===== config.mk =====
export PLATFORM = sky130hd
export DESIGN_NAME = lcd_top
export DESIGN_NICKNAME = d
export VERILOG_FILES = /design/src/lcd_pkg.sv /design/src/lcd_msg_ram.sv /design/src/lcd_nibble_tx.sv /design/src/lcd_control.sv /design/src/lcd_axi_regs.sv /design/src/lcd_top.sv
export SDC_FILE = /design/constraint.sdc
export NUM_CORES = 1
export LEC_CHECK = 0
export BUFFER_PORTS_ARGS = -buffer_cell sky130_fd_sc_hd__buf_2
export CORE_AREA = 10 10 262 164
export CTS_BUF_LIST = sky130_fd_sc_hd__clkbuf_8
export DETAILED_ROUTE_END_ITERATION = 10
export DIE_AREA = 0 0 272 174
export GPL_TIMING_DRIVEN = 1
export HOLD_SLACK_MARGIN = 0.08
export PLACE_DENSITY = 0.77
export SLEW_MARGIN = 20
export SYNTH_ARGS = -nofsm -noshare
export SYNTH_HDL_FRONTEND = slang
export SYNTH_HIERARCHICAL = 1
export SYNTH_SLANG_ARGS = --single-unit

===== constraint.sdc =====
create_clock -name clk -period 12.49 [get_ports clk]
set_input_delay 2.498 -clock clk [delete_from_list [all_inputs] [get_ports clk]]
set_output_delay 2.498 -clock clk [all_outputs]
set_load 0.01 [all_outputs]

===== src/lcd_pkg.sv =====
package lcd_pkg;

	// one byte, seen as a character or as the two nibbles sent on the bus
	typedef union packed {
		logic [7:0] chr;
		struct packed {
			logic [3:0] hi;
			logic [3:0] lo;
		} nib;
	} lcd_byte_u;

	// HD44780 command bytes, 4-bit bus
	localparam logic [7:0] cmd_function_set = 8'h28; // 4-bit, 2 lines, 5x8
	localparam logic [7:0] cmd_entry_mode = 8'h06; // increment, no shift
	localparam logic [7:0] cmd_display_on = 8'h0C; // display on, cursor off
	localparam logic [7:0] cmd_clear = 8'h01;
	localparam logic [7:0] cmd_line1_addr = 8'h80;
	localparam logic [7:0] cmd_line2_addr = 8'hC0;

	// wake-up nibbles
	localparam logic [3:0] wake_nibble_a = 4'h3;
	localparam logic [3:0] wake_nibble_b = 4'h2;

	localparam int msg_len = 32;
	localparam int line_len = 16;

	// byte addresses of the register map
	localparam logic [7:0] addr_char_base = 8'h00;
	localparam logic [7:0] addr_ctrl = 8'h80;
	localparam logic [7:0] addr_status = 8'h84;

endpackage


===== src/lcd_msg_ram.sv =====
`timescale 1ns/1ps

module lcd_msg_ram (
	input  logic       clk,
	input  logic       reset,
	input  logic       we,
	input  logic [4:0] waddr,
	input  logic [7:0] wdata,
	input  logic [4:0] raddr_a,
	output logic [7:0] rdata_a,
	input  logic [4:0] raddr_b,
	output logic [7:0] rdata_b
);
	import lcd_pkg::*;

	localparam logic [7:0] blank = 8'h20; // ascii space

	logic [7:0] mem [msg_len];

	always_ff @(posedge clk or posedge reset) begin
		if (reset) begin
			for (int i = 0; i < msg_len; i++) begin
				mem[i] <= blank;
			end
		end else if (we) begin
			mem[waddr] <= wdata;
		end
	end

	// port a for the host, port b for the refresh engine
	assign rdata_a = mem[raddr_a];
	assign rdata_b = mem[raddr_b];

endmodule


===== src/lcd_nibble_tx.sv =====
`timescale 1ns/1ps

module lcd_nibble_tx #(
	parameter int unsigned setup_cycles = 2,
	parameter int unsigned en_cycles = 4,
	parameter int unsigned nibble_gap = 2,
	parameter int unsigned cmd_wait = 10,
	parameter int unsigned clear_wait = 40
) (
	input  logic              clk,
	input  logic              reset,
	input  logic              start,
	input  lcd_pkg::lcd_byte_u byte_in,
	input  logic              rs,
	input  logic              nibble_only,
	output logic              lcd_en,
	output logic              lcd_rs,
	output logic [3:0]        lcd_d,
	output logic              done
);
	import lcd_pkg::*;

	localparam logic [2:0] s_idle = 3'd0;
	localparam logic [2:0] s_setup = 3'd1;
	localparam logic [2:0] s_en = 3'd2;
	localparam logic [2:0] s_gap = 3'd3;
	localparam logic [2:0] s_wait = 3'd4;

	logic [2:0] state;
	logic [31:0] cnt;
	logic low_phase; // second nibble of a full byte in flight
	logic nibble_only_q;
	lcd_byte_u byte_q;
	logic [31:0] wait_len;

	// clear needs the long settle time
	assign wait_len = (byte_q.chr == cmd_clear) ? clear_wait : cmd_wait;

	always_ff @(posedge clk) begin
		if (start && state == s_idle) begin
			byte_q <= byte_in;
			nibble_only_q <= nibble_only;
		end
	end

	always_ff @(posedge clk or posedge reset) begin
		if (reset) begin
			state <= s_idle;
			cnt <= '0;
			low_phase <= 1'b0;
			lcd_en <= 1'b0;
			lcd_rs <= 1'b0;
			lcd_d <= '0;
			done <= 1'b0;
		end else begin
			done <= 1'b0;
			case (state)
				s_idle: begin
					if (start) begin
						lcd_d <= byte_in.nib.hi; // upper nibble goes first
						lcd_rs <= rs;
						low_phase <= 1'b0;
						cnt <= '0;
						state <= s_setup;
					end
				end
				s_setup: begin
					if (cnt + 32'd1 >= setup_cycles) begin
						cnt <= '0;
						lcd_en <= 1'b1;
						state <= s_en;
					end else begin
						cnt <= cnt + 32'd1;
					end
				end
				s_en: begin
					if (cnt + 32'd1 >= en_cycles) begin
						cnt <= '0;
						lcd_en <= 1'b0; // data latched on this falling edge
						state <= (low_phase || nibble_only_q) ? s_wait : s_gap;
					end else begin
						cnt <= cnt + 32'd1;
					end
				end
				s_gap: begin
					if (cnt + 32'd1 >= nibble_gap) begin
						cnt <= '0;
						lcd_d <= byte_q.nib.lo;
						low_phase <= 1'b1;
						state <= s_setup;
					end else begin
						cnt <= cnt + 32'd1;
					end
				end
				s_wait: begin
					if (cnt + 32'd1 >= wait_len) begin
						cnt <= '0;
						done <= 1'b1;
						state <= s_idle;
					end else begin
						cnt <= cnt + 32'd1;
					end
				end
				default: state <= s_idle;
			endcase
		end
	end

endmodule


===== src/lcd_control.sv =====
`timescale 1ns/1ps

module lcd_control #(
	parameter int unsigned powerup_cycles = 100
) (
	input  logic       clk,
	input  logic       reset,
	input  logic       display_enable,
	input  logic       tx_done,
	input  logic [7:0] rd_data_b,
	output logic [4:0] rd_addr_b,
	output logic       tx_start,
	output logic [7:0] tx_byte,
	output logic       tx_rs,
	output logic       tx_nibble_only,
	output logic       init_done
);
	import lcd_pkg::*;

	localparam logic [2:0] s_power = 3'd0;
	localparam logic [2:0] s_wake = 3'd1;
	localparam logic [2:0] s_init = 3'd2;
	localparam logic [2:0] s_idle = 3'd3;
	localparam logic [2:0] s_addr1 = 3'd4;
	localparam logic [2:0] s_line1 = 3'd5;
	localparam logic [2:0] s_addr2 = 3'd6;
	localparam logic [2:0] s_line2 = 3'd7;

	logic [2:0] state;
	logic [4:0] idx; // wake/init step, or buffer index during refresh
	logic [31:0] pwr_cnt;
	logic pending; // transfer started, waiting for done
	logic [7:0] next_byte;
	logic next_rs;
	logic next_nib;

	assign rd_addr_b = idx;

	always_comb begin
		next_byte = rd_data_b;
		next_rs = 1'b1;
		next_nib = 1'b0;
		case (state)
			s_wake: begin
				next_byte = {(idx[1:0] == 2'd3) ? wake_nibble_b : wake_nibble_a, 4'h0};
				next_rs = 1'b0;
				next_nib = 1'b1;
			end
			s_init: begin
				next_rs = 1'b0;
				case (idx[1:0])
					2'd0: next_byte = cmd_function_set;
					2'd1: next_byte = cmd_entry_mode;
					2'd2: next_byte = cmd_display_on;
					default: next_byte = cmd_clear;
				endcase
			end
			s_addr1: begin
				next_byte = cmd_line1_addr;
				next_rs = 1'b0;
			end
			s_addr2: begin
				next_byte = cmd_line2_addr;
				next_rs = 1'b0;
			end
			default: ; // characters straight from the buffer
		endcase
	end

	always_ff @(posedge clk or posedge reset) begin
		if (reset) begin
			state <= s_power;
			idx <= '0;
			pwr_cnt <= '0;
			pending <= 1'b0;
			tx_start <= 1'b0;
			tx_byte <= '0;
			tx_rs <= 1'b0;
			tx_nibble_only <= 1'b0;
			init_done <= 1'b0;
		end else begin
			tx_start <= 1'b0;
			case (state)
				s_power: begin
					if (pwr_cnt + 32'd1 >= powerup_cycles) begin
						idx <= '0;
						state <= s_wake;
					end else begin
						pwr_cnt <= pwr_cnt + 32'd1;
					end
				end
				s_idle: begin
					if (display_enable) begin
						idx <= '0;
						state <= s_addr1;
					end
				end
				default: begin
					if (!pending) begin
						tx_start <= 1'b1;
						tx_byte <= next_byte;
						tx_rs <= next_rs;
						tx_nibble_only <= next_nib;
						pending <= 1'b1;
					end else if (tx_done) begin
						pending <= 1'b0;
						case (state)
							s_wake: begin
								idx <= (idx == 5'd3) ? 5'd0 : idx + 5'd1;
								if (idx == 5'd3)
									state <= s_init;
							end
							s_init: begin
								idx <= (idx == 5'd3) ? 5'd0 : idx + 5'd1;
								if (idx == 5'd3) begin
									init_done <= 1'b1;
									state <= s_idle;
								end
							end
							s_addr1: state <= s_line1;
							s_line1: begin
								idx <= idx + 5'd1;
								if (idx == 5'(line_len - 1))
									state <= s_addr2;
							end
							s_addr2: state <= s_line2;
							default: begin
								idx <= idx + 5'd1; // wraps to 0 after the last char
								if (idx == 5'(msg_len - 1))
									state <= display_enable ? s_addr1 : s_idle;
							end
						endcase
					end
				end
			endcase
		end
	end

endmodule


===== src/lcd_axi_regs.sv =====
`timescale 1ns/1ps

module lcd_axi_regs (
	input  logic        clk,
	input  logic        reset,
	input  logic [7:0]  awaddr,
	input  logic        awvalid,
	output logic        awready,
	input  logic [31:0] wdata,
	input  logic [3:0]  wstrb,
	input  logic        wvalid,
	output logic        wready,
	output logic [1:0]  bresp,
	output logic        bvalid,
	input  logic        bready,
	input  logic [7:0]  araddr,
	input  logic        arvalid,
	output logic        arready,
	output logic [31:0] rdata,
	output logic [1:0]  rresp,
	output logic        rvalid,
	input  logic        rready,
	input  logic        init_done,
	input  logic [7:0]  rd_data_a,
	output logic        buf_we,
	output logic [4:0]  buf_waddr,
	output logic [7:0]  buf_wdata,
	output logic [4:0]  rd_addr_a,
	output logic        display_enable
);
	import lcd_pkg::*;

	localparam logic [1:0] resp_okay = 2'b00;
	localparam logic [1:0] resp_slverr = 2'b10;

	logic aw_held;
	logic w_held;
	logic [7:0] awaddr_q;
	logic [31:0] wdata_q;
	logic [3:0] wstrb_q;
	logic aw_hs;
	logic w_hs;
	logic do_write;
	logic [7:0] wr_addr;
	logic [31:0] wr_data;
	logic [3:0] wr_strb;
	logic wr_char;
	logic wr_ctrl;
	logic ctrl_en;
	logic [31:0] rd_word;
	logic [1:0] rd_resp;

	// each channel may arrive alone, hold it until its partner shows up
	assign awready = ~aw_held & ~bvalid;
	assign wready = ~w_held & ~bvalid;
	assign arready = ~rvalid;
	assign aw_hs = awvalid & awready;
	assign w_hs = wvalid & wready;

	assign wr_addr = aw_held ? awaddr_q : awaddr;
	assign wr_data = w_held ? wdata_q : wdata;
	assign wr_strb = w_held ? wstrb_q : wstrb;
	assign do_write = (aw_held | aw_hs) & (w_held | w_hs);

	assign wr_char = (wr_addr[7:5] == addr_char_base[7:5]);
	assign wr_ctrl = (wr_addr == addr_ctrl);

	assign buf_we = do_write & wr_char & wr_strb[0]; // lane 0 only
	assign buf_waddr = wr_addr[4:0];
	assign buf_wdata = wr_data[7:0];
	assign rd_addr_a = araddr[4:0];
	assign display_enable = ctrl_en;

	always_ff @(posedge clk or posedge reset) begin
		if (reset) begin
			aw_held <= 1'b0;
			w_held <= 1'b0;
			bvalid <= 1'b0;
			ctrl_en <= 1'b0;
		end else begin
			if (do_write) begin
				aw_held <= 1'b0;
				w_held <= 1'b0;
				bvalid <= 1'b1;
				if (wr_ctrl && wr_strb[0])
					ctrl_en <= wr_data[0];
			end else begin
				if (aw_hs)
					aw_held <= 1'b1;
				if (w_hs)
					w_held <= 1'b1;
				if (bvalid && bready)
					bvalid <= 1'b0;
			end
		end
	end

	always_ff @(posedge clk) begin
		if (aw_hs)
			awaddr_q <= awaddr;
		if (w_hs) begin
			wdata_q <= wdata;
			wstrb_q <= wstrb;
		end
		if (do_write)
			bresp <= (wr_char || wr_ctrl) ? resp_okay : resp_slverr;
	end

	always_comb begin
		rd_word = '0;
		rd_resp = resp_okay;
		if (araddr[7:5] == addr_char_base[7:5])
			rd_word = {24'd0, rd_data_a};
		else if (araddr == addr_ctrl)
			rd_word = {31'd0, ctrl_en};
		else if (araddr == addr_status)
			rd_word = {31'd0, init_done};
		else
			rd_resp = resp_slverr;
	end

	always_ff @(posedge clk or posedge reset) begin
		if (reset)
			rvalid <= 1'b0;
		else if (arvalid && arready)
			rvalid <= 1'b1;
		else if (rvalid && rready)
			rvalid <= 1'b0;
	end

	always_ff @(posedge clk) begin
		if (arvalid && arready) begin
			rdata <= rd_word;
			rresp <= rd_resp;
		end
	end

endmodule


===== src/lcd_top.sv =====
`timescale 1ns/1ps

module lcd_top #(
	parameter int unsigned powerup_cycles = 100,
	parameter int unsigned setup_cycles = 2,
	parameter int unsigned en_cycles = 4,
	parameter int unsigned nibble_gap = 2,
	parameter int unsigned cmd_wait = 10,
	parameter int unsigned clear_wait = 40
) (
	input  logic        clk,
	input  logic        reset,
	input  logic [7:0]  awaddr,
	input  logic        awvalid,
	output logic        awready,
	input  logic [31:0] wdata,
	input  logic [3:0]  wstrb,
	input  logic        wvalid,
	output logic        wready,
	output logic [1:0]  bresp,
	output logic        bvalid,
	input  logic        bready,
	input  logic [7:0]  araddr,
	input  logic        arvalid,
	output logic        arready,
	output logic [31:0] rdata,
	output logic [1:0]  rresp,
	output logic        rvalid,
	input  logic        rready,
	output logic        lcd_en,
	output logic        lcd_rs,
	output logic [3:0]  lcd_d
);

	logic buf_we;
	logic [4:0] buf_waddr;
	logic [7:0] buf_wdata;
	logic [4:0] rd_addr_a;
	logic [7:0] rd_data_a;
	logic [4:0] rd_addr_b;
	logic [7:0] rd_data_b;
	logic display_enable;
	logic init_done;
	logic tx_start;
	logic [7:0] tx_byte;
	logic tx_rs;
	logic tx_nibble_only;
	logic tx_done;

	lcd_axi_regs i_axi_regs (
		.clk(clk), .reset(reset),
		.awaddr(awaddr), .awvalid(awvalid), .awready(awready),
		.wdata(wdata), .wstrb(wstrb), .wvalid(wvalid), .wready(wready),
		.bresp(bresp), .bvalid(bvalid), .bready(bready),
		.araddr(araddr), .arvalid(arvalid), .arready(arready),
		.rdata(rdata), .rresp(rresp), .rvalid(rvalid), .rready(rready),
		.init_done(init_done), .rd_data_a(rd_data_a),
		.buf_we(buf_we), .buf_waddr(buf_waddr), .buf_wdata(buf_wdata),
		.rd_addr_a(rd_addr_a), .display_enable(display_enable)
	);

	lcd_msg_ram i_msg_ram (
		.clk(clk), .reset(reset),
		.we(buf_we), .waddr(buf_waddr), .wdata(buf_wdata),
		.raddr_a(rd_addr_a), .rdata_a(rd_data_a),
		.raddr_b(rd_addr_b), .rdata_b(rd_data_b)
	);

	lcd_control #(.powerup_cycles(powerup_cycles)) i_control (
		.clk(clk), .reset(reset),
		.display_enable(display_enable), .tx_done(tx_done), .rd_data_b(rd_data_b),
		.rd_addr_b(rd_addr_b), .tx_start(tx_start), .tx_byte(tx_byte),
		.tx_rs(tx_rs), .tx_nibble_only(tx_nibble_only), .init_done(init_done)
	);

	lcd_nibble_tx #(
		.setup_cycles(setup_cycles), .en_cycles(en_cycles), .nibble_gap(nibble_gap),
		.cmd_wait(cmd_wait), .clear_wait(clear_wait)
	) i_nibble_tx (
		.clk(clk), .reset(reset),
		.start(tx_start), .byte_in(tx_byte), .rs(tx_rs), .nibble_only(tx_nibble_only),
		.lcd_en(lcd_en), .lcd_rs(lcd_rs), .lcd_d(lcd_d), .done(tx_done)
	);

endmodule


==> summary.txt <==
outcome: completed
Max Cap Viol: 0
CTS Hold Bufs: 0
gr ovfl total: 0
GP Congestion: 0.885
synthesized area: 21100 um^2
Seq/Total Area, Yosys: 47.5%
clk root buf: clkbuf_8
1st-iter DRT viols: 1517
achievable frequency: 198 MHz
vias in the first global route: 13400
CTS tree: yes
share of cells above drive strength 1: 41.6%
Pleak: 9.98 nW
initial antenna violation count: 0
Data required, critical path: 13.02 ns
Gate Count Post-Synth: 1513
Die Wd: 272 um
HP Class: flip-flop to flip-flop
Vias: 13500
pwr/cell area: 128 nW/um^2
Final ANT Viol Nets: 0
Critical Path Source Type: primary input
latest clock arrival within the worst-skew pair: 0.66 ns
CTS buffer count: 59
period utilisation layout: 40.5%
core box area: 38300 um^2
Pre-antenna DRT Iters: 5
clock-pin slew on the worst setup and hold paths: 0.07 ns
n_diodes: 0
postcts setup bufs: 0
post-DR vias/cell: 6.42
global-route wire length before repair: 80800 um
CTS max path bufs: 3
number of synthesis warnings: 6
Least-Margin Pin Slew: 1.16 ns
FP Rows: 56
Tot GR Track Use: 21.9%
reg2reg setup slack: 8.50 ns
Setup TNS: 0 ns
prevailing post-synth register cell: dfrtp_1
Ports: 106
DR DRC count: 0
Post-DP HPWL: 35400 um
#FFs+latches synth: 393
post_cts resized: 0
largest net degree at the start of global routing: 111
RSZ-0062 raised after global routing: no
Avg Cell Area, Syn: 14.0 um^2
CP arrival: 5.59 ns
filler cell count: 2895
Final setup viols: 0
Clock Sinks: 393
synth unique cells: 86
# port buffers: 52
P&R area growth vs syn: 7.47%
Fin Hold WS: 0.441 ns
asr flop ratio synth: 90.8%
Wirelength per Cell: 24.9 um
Initial Util: 55.2%
# H-tree levels: 2
crit path kind: primary input to flip-flop
Reg area: 10100 um^2
Layout Nets: 1608
Post-synth EDFFs: 36
Slew headroom: 22.9%
fin crit period: 5.06 ns
die height: 174 um
final slew viol count: 0
CP max FO: 8
die area: 47300 um^2
area of the multi-input gates: 10400 um^2
Total Wirelength: 52300 um
clock skew: 0.0491 ns
Peak supply drop: 0.0914 mV
crit path capture type: flip-flop
Hold Fails Final Rpt: 0
final timing paths:
path	from	to	cells past startpoint
max	awvalid	i_msg_ram/mem[44]	7
min	i_control/tx_byte[3]	i_nibble_tx/byte_q[3]	0
max reg2reg	i_control/pwr_cnt[0]	i_control/pwr_cnt[1]	9
min reg2reg	i_control/tx_byte[3]	i_nibble_tx/byte_q[3]	0
max in group asynchronous	reset	i_msg_ram/mem[75]	3
min in group asynchronous	reset	i_axi_regs/bvalid	2
routing by layer:
metal	routed length, um	track usage (%)
met1	22500	31.7
met2	21300	29.1
met3	7710	10.6
met4	800	4.66
met5	0	0
registers in the layout (all words and copies together), names as in the netlist, 3 cells and up:
signal,cells
i_msg_ram/mem,256
i_control/pwr_cnt,32
i_nibble_tx/cnt,32
i_axi_regs/awaddr_q,8
i_axi_regs/rdata,8
i_axi_regs/wdata_q,8
i_control/tx_byte,8
i_nibble_tx/byte_q,8
i_control/rd_addr_b,5
i_nibble_tx/lcd_d,4
i_control/state,3
i_nibble_tx/state,3
area by class of cell:
type,instances,area share [%]
Clock buffer,69,4.18
Tap cell,522,2.87
Inverter,23,0.413
Timing Repair Buffer,62,1.50
Sequential cell,393,44.3
Clock inverter,42,1.04
Multi-Input combinational cell,994,45.7
cells in the mapped netlist (12+ instances only):
cell type  count  area [um^2]
nor4_1        14         87.6
nand2_1       54          203
nand4_1       20          125
nor2_1        51          191
a21oi_1       14         70.1
edfxtp_1      36         1080
buf_2         16         80.1
and3_1        18          113
xnor2_1       18          158
dfstp_2       32          841
ha_1          16          200
dfrtp_1      325         8130
o21ai_0       18         90.1
inv_1         23         86.3
nor3_1        27          135
and4_1        12          105
mux4_2       160         3600
buf_4         47          353
nor2b_1       29          181
and2_1        39          244
nand3_1       25          125
clkbuf_1      56          210
mux2_2       281         3160
placed cells by master (no fill, tap or decap), types with 20 or more instances in the layout:
cell type,instances
nor2b_1,29
clkbuf_8,69
nand3_1,25
dfstp_2,32
nor3_1,27
dfrtp_1,323
mux2_2,288
edfxtp_1,36
inv_1,45
conb_1,26
mux4_2,160
and2_1,39
nand4_1,20
nand2_1,54
buf_2,51
nor2_1,51
power by group:
part           switching, mW  leakage [nW]  internal, mW
registers             0.0648          5.15          1.38
clock network          0.508         0.704         0.545
logic                  0.243          4.12         0.160
worst max-delay path, stage by stage:
cell and delay [ns]:
buf_2 0.08, nor2b_1 0.25, o221ai_1 0.26, nor3_1 0.80, nand3b_1 0.48, nor2_1 0.78, mux2_2 0.42
logic make-up after synthesis:
kind of cell | share of synthesized area, %
multiplexers | 33.0
flip-flops | 47.5
AND/OR/NAND/NOR | 9.82
buffers and inverters | 3.75
AO/OA/AOI/OAI | 4.01
XOR/XNOR | 0.953
adder cells (fa/ha/maj) | 0.947
other | 0.0177
metrics by stage:
stage	utilization (%)	cells	setup slack [ns]	power, mW	instance area (um^2)
after global routing	59.3	2105	7.25	3.01	22700
after floorplan	-	1538	3.00	1.73	21200
after global placement	56.2	1994	6.78	1.84	21500
after detailed placement	56.2	1994	6.78	1.86	21500
after CTS	59.3	2105	7.46	2.91	22700
final	59.3	2105	7.43	2.90	22700
(Power assumes the default switching activity.)
